### config.mk
export PLATFORM = sky130hd
export DESIGN_NAME = tcp_segmenter
export DESIGN_NICKNAME = d
export VERILOG_FILES = /design/src/source/tcp_txq_pkg.sv /design/src/source/tcp_segmenter.sv
export SDC_FILE = /design/constraint.sdc
export NUM_CORES = 1
export LEC_CHECK = 0
export ABC_AREA = 1
export BUFFER_PORTS_ARGS = -buffer_cell sky130_fd_sc_hd__buf_2
export CAP_MARGIN = 20
export CORE_MARGIN = 2
export CORE_UTILIZATION = 57
export CTS_BUF_LIST = sky130_fd_sc_hd__clkbuf_8 sky130_fd_sc_hd__clkbuf_16
export DETAILED_ROUTE_END_ITERATION = 10
export PLACE_DENSITY = 0.79
export SYNTH_ARGS = -nofsm -noshare
export SYNTH_HDL_FRONTEND = slang
export SYNTH_SLANG_ARGS = --single-unit
### constraint.sdc
create_clock -name clk -period 6.7 [get_ports clk]
set_input_delay 0.335 -clock clk [delete_from_list [all_inputs] [get_ports clk]]
set_output_delay 0.335 -clock clk [all_outputs]
set_load 0.02 [all_outputs]
### src/source/tcp_txq_pkg.sv
// -------------------------------------------------
// tcp tx queue package
// sizes, timers, limits and scanner state codes
// -------------------------------------------------
package tcp_txq_pkg;

	localparam int TXQ_MTU        = 32;  // max payload bytes per segment
	localparam int TXQ_WAIT_TICKS = 20;  // idle cycles before a partial segment closes
	localparam int TXQ_RETX_TICKS = 16;  // scanner visits between resends
	localparam int TXQ_MAX_TRIES  = 3;   // resends allowed before force_fin
	localparam int TXQ_DATA_AW    = 10;  // 1024 byte payload ring
	localparam int TXQ_PKT_AW     = 3;   // 8 descriptors

	// derived widths
	localparam int TXQ_CNT_W  = $clog2(TXQ_MTU + 1);
	localparam int TXQ_IDLE_W = $clog2(TXQ_WAIT_TICKS);
	localparam int TXQ_TMR_W  = $clog2(TXQ_RETX_TICKS + 1);
	localparam int TXQ_TRY_W  = $clog2(TXQ_MAX_TRIES + 2);  // room to pass the limit

	// scanner FSM encoding
	localparam logic [2:0] TXQ_S_SCAN    = 3'd0;
	localparam logic [2:0] TXQ_S_READ    = 3'd1;
	localparam logic [2:0] TXQ_S_CHECK   = 3'd2;
	localparam logic [2:0] TXQ_S_NEXT    = 3'd3;
	localparam logic [2:0] TXQ_S_WAIT    = 3'd4;
	localparam logic [2:0] TXQ_S_RETRANS = 3'd5;
	localparam logic [2:0] TXQ_S_FLUSH   = 3'd6;

endpackage

### src/source/tcp_segmenter.sv
// -------------------------------------------------
// tcp tx segmenter
// splits the byte stream on mtu or idle, sums the
// payload and emits one descriptor per segment
// -------------------------------------------------
`timescale 1ns/1ps

module tcp_segmenter import tcp_txq_pkg::*; (
	input  logic                   clk,
	input  logic                   rst,
	input  logic                   connected,
	input  logic [31:0]            isn,
	input  logic [7:0]             in_d,
	input  logic                   in_v,
	input  logic                   flush_queue,
	input  logic [TXQ_DATA_AW-1:0] space_left,
	input  logic [TXQ_PKT_AW:0]    free_ptr,
	input  logic [31:0]            rem_ack,
	input  logic                   val,
	output logic                   cts,
	output logic                   sess_rst,
	output logic                   load,
	output logic                   load_pend,
	output logic [TXQ_PKT_AW-1:0]  new_addr,
	output logic [31:0]            new_seq,
	output logic [31:0]            new_exp_ack,
	output logic [15:0]            new_len,
	output logic [31:0]            new_csum
);

	logic                  connected_q;
	logic [TXQ_CNT_W-1:0]  cnt;        // bytes in the open segment
	logic [TXQ_CNT_W-1:0]  cnt_n;
	logic [TXQ_IDLE_W-1:0] idle;       // cycles since last byte
	logic [31:0]           cur_seq;    // seq of next byte
	logic [31:0]           cur_seq_n;
	logic [31:0]           csum;
	logic [31:0]           csum_n;
	logic [7:0]            hi;         // high byte of a half word
	logic [7:0]            hi_n;
	logic                  odd;
	logic                  odd_n;
	logic                  acc;
	logic                  close;
	logic [TXQ_PKT_AW:0]   new_ptr;
	logic [TXQ_PKT_AW:0]   used;       // live descriptors
	logic [31:0]           rem_ack_q;
	logic                  upd_cts;

	assign acc       = in_v && !flush_queue;
	assign close     = (acc && cnt == TXQ_MTU - 1) ||
	                   (!acc && !flush_queue && cnt != '0 && idle == TXQ_WAIT_TICKS - 1);
	assign load_pend = close || load;  // descriptor about to be written
	assign new_addr  = new_ptr[TXQ_PKT_AW-1:0];
	assign used      = new_ptr - free_ptr;

	// state after taking this cycle's byte
	always_comb begin
		cnt_n     = cnt + TXQ_CNT_W'(acc);
		cur_seq_n = cur_seq + 32'(acc);
		csum_n    = csum;
		hi_n      = hi;
		odd_n     = odd;
		if (acc) begin
			odd_n = !odd;
			if (odd) csum_n = csum + {16'h0, hi, in_d};  // big endian word
			else hi_n = in_d;
		end
	end

	always_ff @(posedge clk or posedge rst) begin
		if (rst) begin
			connected_q <= 1'b0;
			sess_rst    <= 1'b1;
		end else begin
			connected_q <= connected;
			sess_rst    <= (connected != connected_q);  // any edge restarts the session
		end
	end

	always_ff @(posedge clk or posedge rst) begin
		if (rst) begin
			cnt     <= '0;
			idle    <= '0;
			cur_seq <= '0;
			csum    <= '0;
			odd     <= 1'b0;
			load    <= 1'b0;
			new_ptr <= '0;
		end else if (sess_rst) begin
			cnt     <= '0;
			idle    <= '0;
			cur_seq <= isn;
			csum    <= '0;
			odd     <= 1'b0;
			load    <= 1'b0;
			new_ptr <= '0;
		end else begin
			load    <= close;
			cur_seq <= cur_seq_n;
			if (flush_queue) new_ptr <= '0;  // scanner restarts at entry 0
			else if (load) new_ptr <= new_ptr + 1'b1;
			if (flush_queue || close) begin  // drop or hand off the open segment
				cnt  <= '0;
				csum <= '0;
				odd  <= 1'b0;
			end else begin
				cnt  <= cnt_n;
				csum <= csum_n;
				odd  <= odd_n;
			end
			if (acc) idle <= '0;
			else if (idle != TXQ_WAIT_TICKS - 1) idle <= idle + 1'b1;  // saturate
		end
	end

	always_ff @(posedge clk) begin
		hi <= hi_n;
		if (close) begin
			new_seq     <= cur_seq_n - 32'(cnt_n);  // first byte of segment
			new_exp_ack <= cur_seq_n;
			new_len     <= 16'(cnt_n);
			// odd tail padded with a zero low byte
			new_csum    <= odd_n ? csum_n + {16'h0, hi_n, 8'h00} : csum_n;
		end
	end

	// cts follows one cycle behind its trigger so space_left has settled
	always_ff @(posedge clk or posedge rst) begin
		if (rst) begin
			rem_ack_q <= '0;
			upd_cts   <= 1'b0;
			cts       <= 1'b0;
		end else begin
			rem_ack_q <= rem_ack;
			upd_cts   <= load || sess_rst || (rem_ack != rem_ack_q) || (val && !in_v);
			if (upd_cts) cts <= connected && !used[TXQ_PKT_AW] && (space_left >= TXQ_MTU);
		end
	end

	a_load_single: assert property (@(posedge clk) disable iff (rst)
		load |=> !load);

endmodule

Word level (Yosys, flattened, before mapping):

Index checks and enable logic that the tools add are counted.

* register bits after elaboration: 227
* bits of input ports: 92
* output and inout port bits: 119
* word-level logic and storage cells: 73

* add/sub/neg operators: 8
* order comparisons: 1
* equality and inequality tests: 5
* muxes and demuxes: 20
* reduce and logical (&&, ||, !) cells: 22

Operators with widths (count)
* $mux W32: 6
* $add A32 B16 Y32: 2
* $add A32 B1 Y32: 1
* $ne A32 B32 Y1: 1
* $sub A32 B6 Y32: 1
* $mux W8: 2
* $mux W5: 3
* $mux W4: 3
* $mux W6: 2
* $ge A10 B6 Y1 const B: 1
* $logic_and A1 B1 Y1: 8
* $add A6 B1 Y6: 1
* $eq A6 B5 Y1 const B: 1
* $logic_or A1 B1 Y1: 6
* $reduce_bool A3 Y1: 2
* $reduce_bool A6 Y1: 1
* $add A5 B1 Y5 const B: 1
* $eq A5 B5 Y1 const B: 1
* $logic_not A1 Y1: 5
* $ne A5 B5 Y1 const B: 1
* $add A4 B1 Y4 const B: 1
* $mux W1: 4
* $sub A4 B4 Y4: 1
* $ne A1 B1 Y1: 1

Logic depth before layout (Yosys ltp):

Gate-level depths: netlist of run 1.

* word-level depth: 10
* mapped depth: 29

Worst setup path after synthesis of run 1:

No wires, ideal clock.

* kind: register to register
* start point: reg idle[0]
* end point: reg cnt[2]
* setup time: 0.127 ns
* arrival time: 4.131 ns
* data required time: 6.573 ns
* setup slack: 2.442 ns
* cell stages (with the launch flop): 11
* cell sequence: dfrtp_1 > ha_1 > nand4_1 > nor3_1 > o31ai_1 > nand2_1 > inv_1 > nand2_1 > clkbuf_1 > buf_2 > nor2_1

* longest elaborated chain between the ends: 6

Ends and longest elaborated chain
* start, declared: RTL line tcp_segmenter.sv:34 `logic [TXQ_IDLE_W-1:0] idle;`
* start signal, assigned: RTL line tcp_segmenter.sv:113 `else if (idle != TXQ_WAIT_TICKS - 1) idle <= idle + 1'b1;`
* $eq A5 B5 Y1: RTL line tcp_segmenter.sv:52 `(!acc && !flush_queue && cnt != '0 && idle == TXQ_WAIT_TICKS - 1);`
* $logic_and A1 B1 Y1: RTL line tcp_segmenter.sv:52
* $logic_or A1 B1 Y1: RTL line tcp_segmenter.sv:51 `assign close = (acc && cnt == TXQ_MTU - 1) ||`
* net close: RTL line tcp_segmenter.sv:44 `logic close;`
* $logic_or A1 B1 Y1: RTL line tcp_segmenter.sv:103 `if (flush_queue || close) begin`
* $mux W6: RTL line tcp_segmenter.sv:103
* $mux W6: RTL line tcp_segmenter.sv:90 `end else if (sess_rst) begin`
* end signal, assigned: RTL line tcp_segmenter.sv:108 `cnt <= cnt_n;`
* end, declared: RTL line tcp_segmenter.sv:32 `logic [TXQ_CNT_W-1:0] cnt;`

The timed path passes the listed nets, and every way through them passes these cells.
A chain may end at the register's enable or synchronous reset.

Final worst setup path of run 1:

* start point: reg csum[0]
* end point: reg new_csum[31] (data pin)

* longest elaborated chain between the ends: 5

Ends and longest elaborated chain
* start, declared: RTL line tcp_segmenter.sv:37 `logic [31:0] csum;`
* start signal, assigned: RTL line tcp_segmenter.sv:109 `csum <= csum_n;`
* $add A32 B16 Y32: RTL line tcp_segmenter.sv:66 `if (odd) csum_n = csum + {16'h0, hi, in_d};`
* $mux W32: RTL line tcp_segmenter.sv:66
* $mux W32 (*): RTL line tcp_segmenter.sv:64 `if (acc) begin`
* $add A32 B16 Y32: RTL line tcp_segmenter.sv:124 `new_csum <= odd_n ? csum_n + {16'h0, hi_n, 8'h00} : csum_n;`
* $mux W32 (*): RTL line tcp_segmenter.sv:124
* end signal, assigned: RTL line tcp_segmenter.sv:124
* end, declared: RTL line tcp_segmenter.sv:28 `output logic [31:0] new_csum`

Every way passes the cells marked *; elsewhere a longest branch is shown, timed or not.

==> flow_summary.toml, run 1 <==
[floorplan]
rows = 53
chipHeight_microns = 151.3
start_util = 0.5848
core_sq_um = 21150
die_w_microns = 151.3
pin_count = 211
die_area_sq_um = 22900

[finish]
final_cell_mix = "392 x nand2_1, 195 x buf_2, 185 x inv_1, 155 x nor2_1, 116 x dfrtp_1"
antenna-diode-count = 0
fin_util = 0.6984
final_common_cell = "nand2_1"
post_route_cells_drive_above_1_share = 0.1857
fillers = 1607
num-nets-final = 1823
area_growth_pct = 19.42

[global_routing]
antenna_found_initial = 0
grt_pass1_wl_microns = 48010
grt_pass1_vias = 9972
grtUsageTotal = 0.2640
grt_max_degree = 78
grt-ovfl-total = 0

[critical_path]
critical_path_class = "reg2reg"
r2r_setup_slack_ns = 2.59
critPathTopFamily = "simple AND/OR/NAND/NOR gates"
arrival_ns = 4.37
crit_path_max_fanout = 6
worstSetupStartpointType = "register"
cp_slowest_stage_delay_ns = 0.44
path_buf_inv = 2
cp_slowest_cell = "fa_1"
crit_top_cell = "nand2_1"
end_kind = "register"
cp.required_ns = 6.97

[clocking]
clock_path_buffers = 3
path_clk_slew_ns = 0.06
h-tree-depth = 1
clk_latency_ns = 0.51
cts.sinks = 227
post-cts-setup-buffer-count = 0
root_buffer = "clkbuf_16"
cts_tree = "built"
cts_buffers = 24

[synthesis]
synth_cells = 1450
async_flop_share = 0.5154
syn_area_sq_um = 12370
synth_edf_count = 102
synth.ff_latch_count = 227
synth_cell_type_count = 52
yosys_warnings = 0
seq_area_frac_synth = 0.4973
avgSynthCellArea_sq_um = 8.531
synth_flop_cell = "dfrtp_1"

[power]
pwr-share-seq = 0.464
p_leak_nw = 7.041
peakVddDrop_uv = 191.9
total_power_mw = 3.380
p_per_area_nw_per_um2 = 228.8
switching_share = 0.2632
pwr-share-comb = 0.138
clkPwrFrac = 0.398
power.internal_mw = 2.490
switching_power_mw = 0.8896

[placed_design]
dpl.hpwl_microns = 21480
place_congestion = 0.8826
port_buffers = 195

[route]
ant_nets = 0
num_vias = 10440
wl_per_cell_microns = 15.19
first_pass_iters = 5
route.detailed.drc = 0
drt_iter0_drc = 743
viasPerCell = 5.266
routed_wl_microns = 30100

[sta]
finalSetupViolCount = 0
clock_skew_ns = 0.01408
finalSetupTns_ns = 0
finalHoldViolCount = 0
tightest_slew_ns = 1.037
hold_ws_ns = 0.03329
drv_slew = 0
fin_crit_sh = 0.6132
maxSlewHeadroom = 0.3069
rsz0062_at_grt = "false"
layout_min_cycle_time_ns = 4.109
timing.fmax_mhz = 243.4

[run]
max_cap_violations = 0

[run_status]
status = "complete, no violations"

[hold_path]
hold_path_class = "in2reg"
[metal layers]
metal  vias up  track usage  share of wire
met2       421       0.4407           0.48
met1      4860       0.3616           0.43
met4         0      0.08318          0.026
met3        67      0.03253          0.070
li1       5090            -              -
met5         -            0              0
[cell type report]
cell class | instances | area (sq um) | share of cell area
clock buffers | 26 | 639.4 | 0.04328
inverters | 192 | 723.2 | 0.04895
multi-input cells | 1010 | 5375 | 0.3639
repair buffers | 234 | 1374 | 0.09300
flip-flops and latches | 227 | 6152 | 0.4164
well taps | 275 | 344.1 | 0.02329
clock inverters | 18 | 165.2 | 0.01118
[per-stage QoR]
step / std cells / cell area (sq um) / setup WS, ns
detailed placement: 1903 / 13600 / 2.513
global route: 1982 / 14770 / 2.099
finish: 1982 / 14770 / 2.591
global placement: 1903 / 13600 / 2.600
floorplan: 1459 / 12400 / 2.442
CTS: 1981 / 14750 / 2.617
[path summary, 6_finish.rpt]
path,start,to,depth (start not counted)
worst max-delay path,csum[0]$_DFF_PP0_,new_csum[31]$_DFFE_PP_,27
worst min-delay path,isn[21],cur_seq[21]$_DFF_PP0_,3
worst min register to register,connected_q$_DFF_PP0_,sess_rst$_DFF_PP1_,1
max in group asynchronous,rst,csum[1]$_DFF_PP0_,5
min in group asynchronous,rst,rem_ack_q[15]$_DFF_PP0_,3
worst max register to register,csum[0]$_DFF_PP0_,new_csum[31]$_DFFE_PP_,27
[power by group through the flow]
stage,Clock (mW),Combinational [mW],Sequential (mW)
after floorplan,0,0.322,1.59
after global placement,0,0.425,1.59
after detailed placement,0,0.441,1.59
after CTS,1.37,0.460,1.57
after global routing,1.42,0.522,1.57
final,1.35,0.465,1.57
[sequential cells by signal (all words and copies together), names as in the netlist]
name         cells
csum            32
new_ptr          4
upd_cts          1
cur_seq         32
cnt              6
hi               8
odd              1
idle             5
connected_q      1
new_exp_ack     32
new_len          6
new_csum        32
cts              1
rem_ack_q       32
sess_rst         1
load             1
new_seq         32
[cells by family (layout without fill, tap and decap cells)]
logic type | count (synthesis) | count (layout) | synth area share
and+or+nand+nor | 751 | 751 | 0.2669
other | 1 | 10 | 0.0003031
DFF | 227 | 227 | 0.4973
buffers and inverters | 222 | 470 | 0.07151
adders and majority gates | 42 | 42 | 0.04430
AOI/OAI and AO/OA | 108 | 108 | 0.04804
xor gates and xnor gates | 99 | 99 | 0.07161
[cells in the mapped netlist, types with 4 or more instances]
cell type	instances	area share
xnor2_1	36	0.025
dfrtp_1	116	0.23
o21ai_0	58	0.023
nand4_1	29	0.015
nand2_1	393	0.12
clkbuf_1	15	0.0046
inv_1	184	0.056
nor3_1	19	0.0077
or2_2	23	0.012
buf_4	13	0.0079
nor4_1	5	0.0025
edfxtp_1	102	0.25
dfxtp_1	8	0.013
nor2_4	4	0.0036
nand3_1	72	0.029
nor2_1	155	0.047
nand2_2	19	0.0096
nor2_2	13	0.0066
ha_1	39	0.039
inv_2	7	0.0021
xor2_1	62	0.044
a21oi_1	28	0.011
a31oi_1	4	0.0020
[worst reg2reg max path, delay by kind of cell (launching register included)]
| kind | cells | cell delay [ns] |
|---|---|---|
| AND/OR/NAND/NOR | 20 | 1.95 |
| adder cells (fa/ha/maj) | 3 | 1.03 |
| flip-flops | 1 | 0.39 |
| AO/OA/AOI/OAI | 1 | 0.21 |
| XOR/XNOR | 1 | 0.16 |
| buffers and inverters | 2 | 0.13 |
[timing repair]
item                                   4_1_cts  5_1_grt
endpoints found under the hold margin       72        0
gates resized for setup                      0        0
hold buffers                                34        0
(Power assumes the default switching activity.)
==> run 2: changes to the inputs <==
==> constraint.sdc (replaced) <==
create_clock -name clk -period 4 [get_ports clk]
set_input_delay 0.2 -clock clk [delete_from_list [all_inputs] [get_ports clk]]
set_output_delay 0.2 -clock clk [all_outputs]
set_load 0.02 [all_outputs]
==> run 2 against run 1 <==
  * Via count increased by 3.5%
  * Clock power increased by 71%
  * Register-to-register slack got worse by 2.4 ns
  * Power increased by 72%
  * Cell area increased by 4.9%
  * Die area unchanged
  * Non-clock buffer count increased by 49
  * Sequential share of layout area decreased by 2.0 points
  * Final cell count increased by 2.5%
  * Combinational power increased by 84%
==> flow_summary.toml, run 2 (same netlist as run 1, synthesis figures left out) <==
[run_status]
status = "complete, no violations"

[critical_path]
critPathTopFamily = "simple AND/OR/NAND/NOR gates"
critical_path_class = "reg2reg"
cp_slowest_stage_delay_ns = 0.42
end_kind = "register"
crit_path_max_fanout = 4
cp.required_ns = 4.27
crit_top_cell = "nand2_1"
arrival_ns = 4.06
crit_chain = "ha_4 > fa_2 > nand2_2 > nand2_1 > nand3_2 > nand2_4 > xnor2_1 > nand2_1 > nand2_1 > inv_1 > ha_1 > inv_1 > fa_1 > o211ai_1 > nand2_1 > nand2_1 > nand2_1 > nand2_1 > inv_1 > nor2_4 > nand3_2 > o21ai_1 > nand2_1"
worstSetupStartpointType = "register"
cp_slowest_cell = "fa_1"
path_buf_inv = 3

[clocking]
clk_latency_ns = 0.52
h-tree-depth = 1
cts_buffers = 24
path_clk_slew_ns = 0.07
cts.sinks = 227
root_buffer = "clkbuf_16"
cts_tree = "built"
clock_path_buffers = 3

[placed_design]
port_buffers = 195
place_congestion = 0.9216
dpl.hpwl_microns = 21910
place_area_sq_um = 13650

[run]
max_cap_violations = 0

[route]
ant_nets = 0
routed_wl_microns = 32370
first_pass_iters = 7
wl_per_cell_microns = 15.94
drt_iter0_drc = 796
viasPerCell = 5.321
route.detailed.drc = 0
num_vias = 10810

[floorplan]
chipHeight_microns = 151.3
die_area_sq_um = 22900
start_util = 0.5848
die_w_microns = 151.3
rows = 53
pin_count = 211
core_sq_um = 21150

[hold_path]
hold_path_class = "in2reg"

[sta]
maxSlewHeadroom = 0.4938
clock_skew_ns = 0.01511
drv_slew = 0
timing.fmax_mhz = 263.8
finalHoldViolCount = 0
finalSetupViolCount = 0
layout_min_cycle_time_ns = 3.791
tightest_slew_ns = 0.7593
fin_crit_sh = 0.9477

[global_routing]
grt_max_degree = 103
grt_pass1_vias = 10480
grt_pass1_wl_microns = 50230
antenna_found_initial = 0
grt-ovfl-total = 0
grtUsageTotal = 0.2763

[power]
p_leak_nw = 7.225
total_power_mw = 5.797
p_per_area_nw_per_um2 = 374.0
peakVddDrop_uv = 311.5

[finish]
num-nets-final = 1872
fillers = 1490
area_growth_pct = 25.31
final_cell_mix = "381 x nand2_1, 195 x buf_2, 184 x inv_1, 148 x nor2_1, 116 x dfrtp_1"
fin_area_sq_um = 15500
post_route_cells_drive_above_1_share = 0.2141
final_common_cell = "nand2_1"
antenna-diode-count = 0
fin_util = 0.7328
[run 2: cell type report]
cell class	instances	area [sq um]	share of cell area
Sequential cell	227	6152	0.3969
Multi-Input combinational cell	1010	5635	0.3635
Tap cell	275	344.1	0.02220
Inverter	192	723.2	0.04665
Timing Repair Buffer	283	1827	0.1178
Clock buffer	25	625.6	0.04036
Clock inverter	19	193.9	0.01251
[run 2: worst register-to-register path: cells and delay by family, from the launching register on]
family          cells  cell delay, ns
compound gates      2            0.47
buf+inv             3            0.20
flops               1            0.40
simple gates       13            1.16
fa+ha+maj           4            1.15
xor+xnor            1            0.14
[run 2: path summary, 6_finish.rpt]
check / start / to / slack [ns] / depth (start not counted)
setup / recovery: csum[0]$_DFF_PP0_ / new_csum[26]$_DFFE_PP_ / 0.21 / 23
hold / removal: in_d[7] / hi[7]$_DFF_P_ / 0.03 / 3
hold reg to reg: connected_q$_DFF_PP0_ / sess_rst$_DFF_PP1_ / 0.41 / 1
max in group asynchronous: rst / rem_ack_q[22]$_DFF_PP0_ / 2.69 / 4
setup reg to reg: csum[0]$_DFF_PP0_ / new_csum[26]$_DFFE_PP_ / 0.21 / 23
min in group asynchronous: rst / csum[30]$_DFF_PP0_ / 0.41 / 3
[run 2: stage by stage]
step | cells | setup slack [ns] | hold slack [ns] | TNS (ns)
after CTS | 2024 | -0.001419 | 0.0009939 | -0.001419
after global routing | 2031 | -0.07281 | 0.04969 | -0.2754
after global placement | 1908 | 0.07599 | 0.3308 | 0
after detailed placement | 1908 | -0.03769 | 0.3304 | -0.03769
after floorplan | 1459 | 0.5034 | 0.2314 | 0
final | 2031 | 0.2091 | 0.03006 | 0
[run 2: what timing repair did]
| item | CTS | global route |
|---|---|---|
| hold buffers | 71 | 0 |
| endpoints found under the setup margin | 4 | 17 |
| resized for setup | 4 | 49 |
| pin swaps | 1 | 10 |
| hold endpoints to repair | 127 | 0 |
| buffers inserted | 1 | 7 |
[run 2: metal layers]
metal | up-vias | GRT usage | share of wire | wire [microns]
met5 | - | 0 | 0 | 0
met3 | 102 | 0.03584 | 0.072 | 2330
li1 | 5189 | - | - | -
met1 | 5029 | 0.3687 | 0.41 | 13330
met2 | 486 | 0.4631 | 0.48 | 15630
met4 | 0 | 0.1033 | 0.033 | 1080
[run 2: report_power, final]
group          switching, mW  total, mW  leakage, nW  internal, mW
Combinational          0.536      0.854         4.37         0.318
Sequential            0.0789       2.63         2.47          2.55
Clock                  0.974       2.31        0.390          1.34
==> run 3: changes to the inputs <==
--- a/config.mk
+++ b/config.mk
@@ -8,7 +8,6 @@
 export ABC_AREA = 1
 export BUFFER_PORTS_ARGS = -buffer_cell sky130_fd_sc_hd__buf_2
 export CAP_MARGIN = 20
-export CORE_MARGIN = 2
 export CORE_UTILIZATION = 57
 export CTS_BUF_LIST = sky130_fd_sc_hd__clkbuf_8 sky130_fd_sc_hd__clkbuf_16
 export DETAILED_ROUTE_END_ITERATION = 10
==> run 3 against run 2 <==
  * Sequential power about the same
  * Sequential cell count unchanged
  * Global-route usage up 0.69 points
  * Critical path depth grew 4
  * Register-to-register slack hardly changed
  * Via count is 0.31% lower
  * Power fell by 1.8%
  * Combinational power shrank 0.8%
  * Critical path type unchanged
==> flow_summary.toml, run 3 (same netlist as run 1, synthesis figures left out) <==
[run_status]
status = "complete, no violations"

[finish]
post_route_cells_drive_above_1_share = 0.2108
area_growth_pct = 25.37
final_common_cell = "nand2_1"
num-nets-final = 1871
final_cell_mix = "381 x nand2_1, 195 x buf_2, 188 x inv_1, 148 x nor2_1, 116 x dfrtp_1"
final_cells = 2031

[placed_design]
port_buffers = 195
dpl.hpwl_microns = 21910
place_congestion = 0.9436
dp_cells = 1907

[clocking]
root_buffer = "clkbuf_16"
cts.sinks = 227
h-tree-depth = 1
cts_tree = "built"
clk_latency_ns = 0.52
cts_buffers = 24
clock_path_buffers = 3
path_clk_slew_ns = 0.06

[global_routing]
grt_max_degree = 103
grt_pass1_wl_microns = 49730
grt_pass1_vias = 10370
antenna_found_initial = 1
grtUsageTotal = 0.2832
grt-ovfl-total = 0

[floorplan]
chipHeight_microns = 149.3
rows = 53
start_util = 0.5848
core_sq_um = 21150
pin_count = 211
die_w_microns = 149.3
die_area_sq_um = 22300

[power]
switching_power_mw = 1.531
switching_share = 0.2690
power.internal_mw = 4.162
pwr-share-comb = 0.149
p_leak_nw = 7.246
clkPwrFrac = 0.388
pwr-share-seq = 0.463
p_per_area_nw_per_um2 = 367.1
peakVddDrop_uv = 299.5

[sta]
finalHoldViolCount = 0
tightest_slew_ns = 0.7623
finalSetupViolCount = 0
layout_min_cycle_time_ns = 3.789
fin_crit_sh = 0.9473
clock_skew_ns = 0.01186
timing.fmax_mhz = 263.9
hold_ws_ns = 0.1018
maxSlewHeadroom = 0.4918
drv_slew = 0

[critical_path]
path_depth = 27
cp_slowest_stage_delay_ns = 0.41
critPathTopFamily = "simple AND/OR/NAND/NOR gates"
cp-endpoint = "new_csum[31]$_DFFE_PP_"
critical_path_class = "reg2reg"
rr_endpoint = "new_csum[31]$_DFFE_PP_"
r2r_start = "csum[0]$_DFF_PP0_"
r2r_setup_slack_ns = 0.21
path_buf_inv = 2
crit_path_max_fanout = 6
end_kind = "register"
worstSetupStartpointType = "register"
reg2reg_depth = 27
cp_slowest_cell = "dfrtp_1"
crit_top_cell = "nand2_1"
cp.required_ns = 4.27
critical_path.startpoint = "csum[0]$_DFF_PP0_"
arrival_ns = 4.06

[route]
wl_per_cell_microns = 15.69
routed_wl_microns = 31870
route.detailed.drc = 0
first_pass_iters = 5
viasPerCell = 5.304
num_vias = 10770
drt_iter0_drc = 703
ant_nets = 0

[hold_path]
hold_path_class = "in2reg"

[run]
max_cap_violations = 0
[run 3: worst min-delay path by stage]
stage / to / slack, ns / from / cells after the start
3_3_place_gp: rem_ack_q[25]$_DFF_PP0_ / 0.33 / rem_ack[25] / 1
3_5_place_dp: rem_ack_q[29]$_DFF_PP0_ / 0.33 / rem_ack[29] / 1
2_1_floorplan: connected_q$_DFF_PP0_ / 0.23 / connected / 0
5_1_grt: hi[5]$_DFF_P_ / 0.09 / in_d[5] / 3
4_1_cts: hi[6]$_DFF_P_ / 0.03 / in_d[6] / 3
6_report: hi[5]$_DFF_P_ / 0.10 / in_d[5] / 3
[run 3: through the flow]
stage               setup TNS (ns)    util  area, sq um  power [mW]  setup slack, ns
floorplan                        0       -        12410       3.195           0.5034
global placement                 0  0.6449        13640       3.386          0.07901
detailed placement        -0.03219  0.6449        13640       3.417         -0.03219
CTS                              0  0.7165        15160       5.664         0.001685
global route              -0.07445  0.7331        15510       5.912         -0.03448
finish                           0  0.7331        15510       5.693           0.2108
[run 3: worst reg2reg max path: cells and delay by family, from the launching register on]
family | cells | cell delay, ns
AOI/OAI and AO/OA | 1 | 0.18
xor gates and xnor gates | 1 | 0.16
adders and majority gates | 3 | 0.89
buffers and inverters | 2 | 0.12
DFF | 1 | 0.41
and+or+nand+nor | 20 | 1.78
[run 3: what timing repair did]
item                                    CTS  global route
buffers inserted                          0             6
gates resized for setup                   1            56
hold buffers                             72             0
pin swaps                                 1            13
endpoints found under the setup margin    2            16
endpoints found under the hold margin   127             0
[run 3: per-layer routing]
layer	vias up	GRT usage	part of all wire
met3	98	0.04190	0.061
met2	399	0.4753	0.48
li1	5203	-	-
met4	0	0.1199	0.034
met5	-	0	0
met1	5073	0.3663	0.42
[run 3: final cells by class]
| cell class | count | area, sq um |
|---|---|---|
| multi-input cells | 1010 | 5664 |
| repair buffers | 282 | 1834 |
| fillers | 1486 | 5645 |
| clock buffers | 30 | 694.4 |
| clock inverters | 14 | 93.84 |
| inverters | 192 | 723.2 |
| flip-flops and latches | 227 | 6152 |
| diodes | 1 | 2.502 |
| well taps | 275 | 344.1 |
[run 3: power groups by stage]
stage	logic (mW)	registers [mW]	clock network, mW
floorplan	0.539	2.66	0
finish	0.847	2.64	2.21
global route	0.942	2.64	2.33
global placement	0.699	2.69	0
detailed placement	0.726	2.69	0
CTS	0.789	2.65	2.23
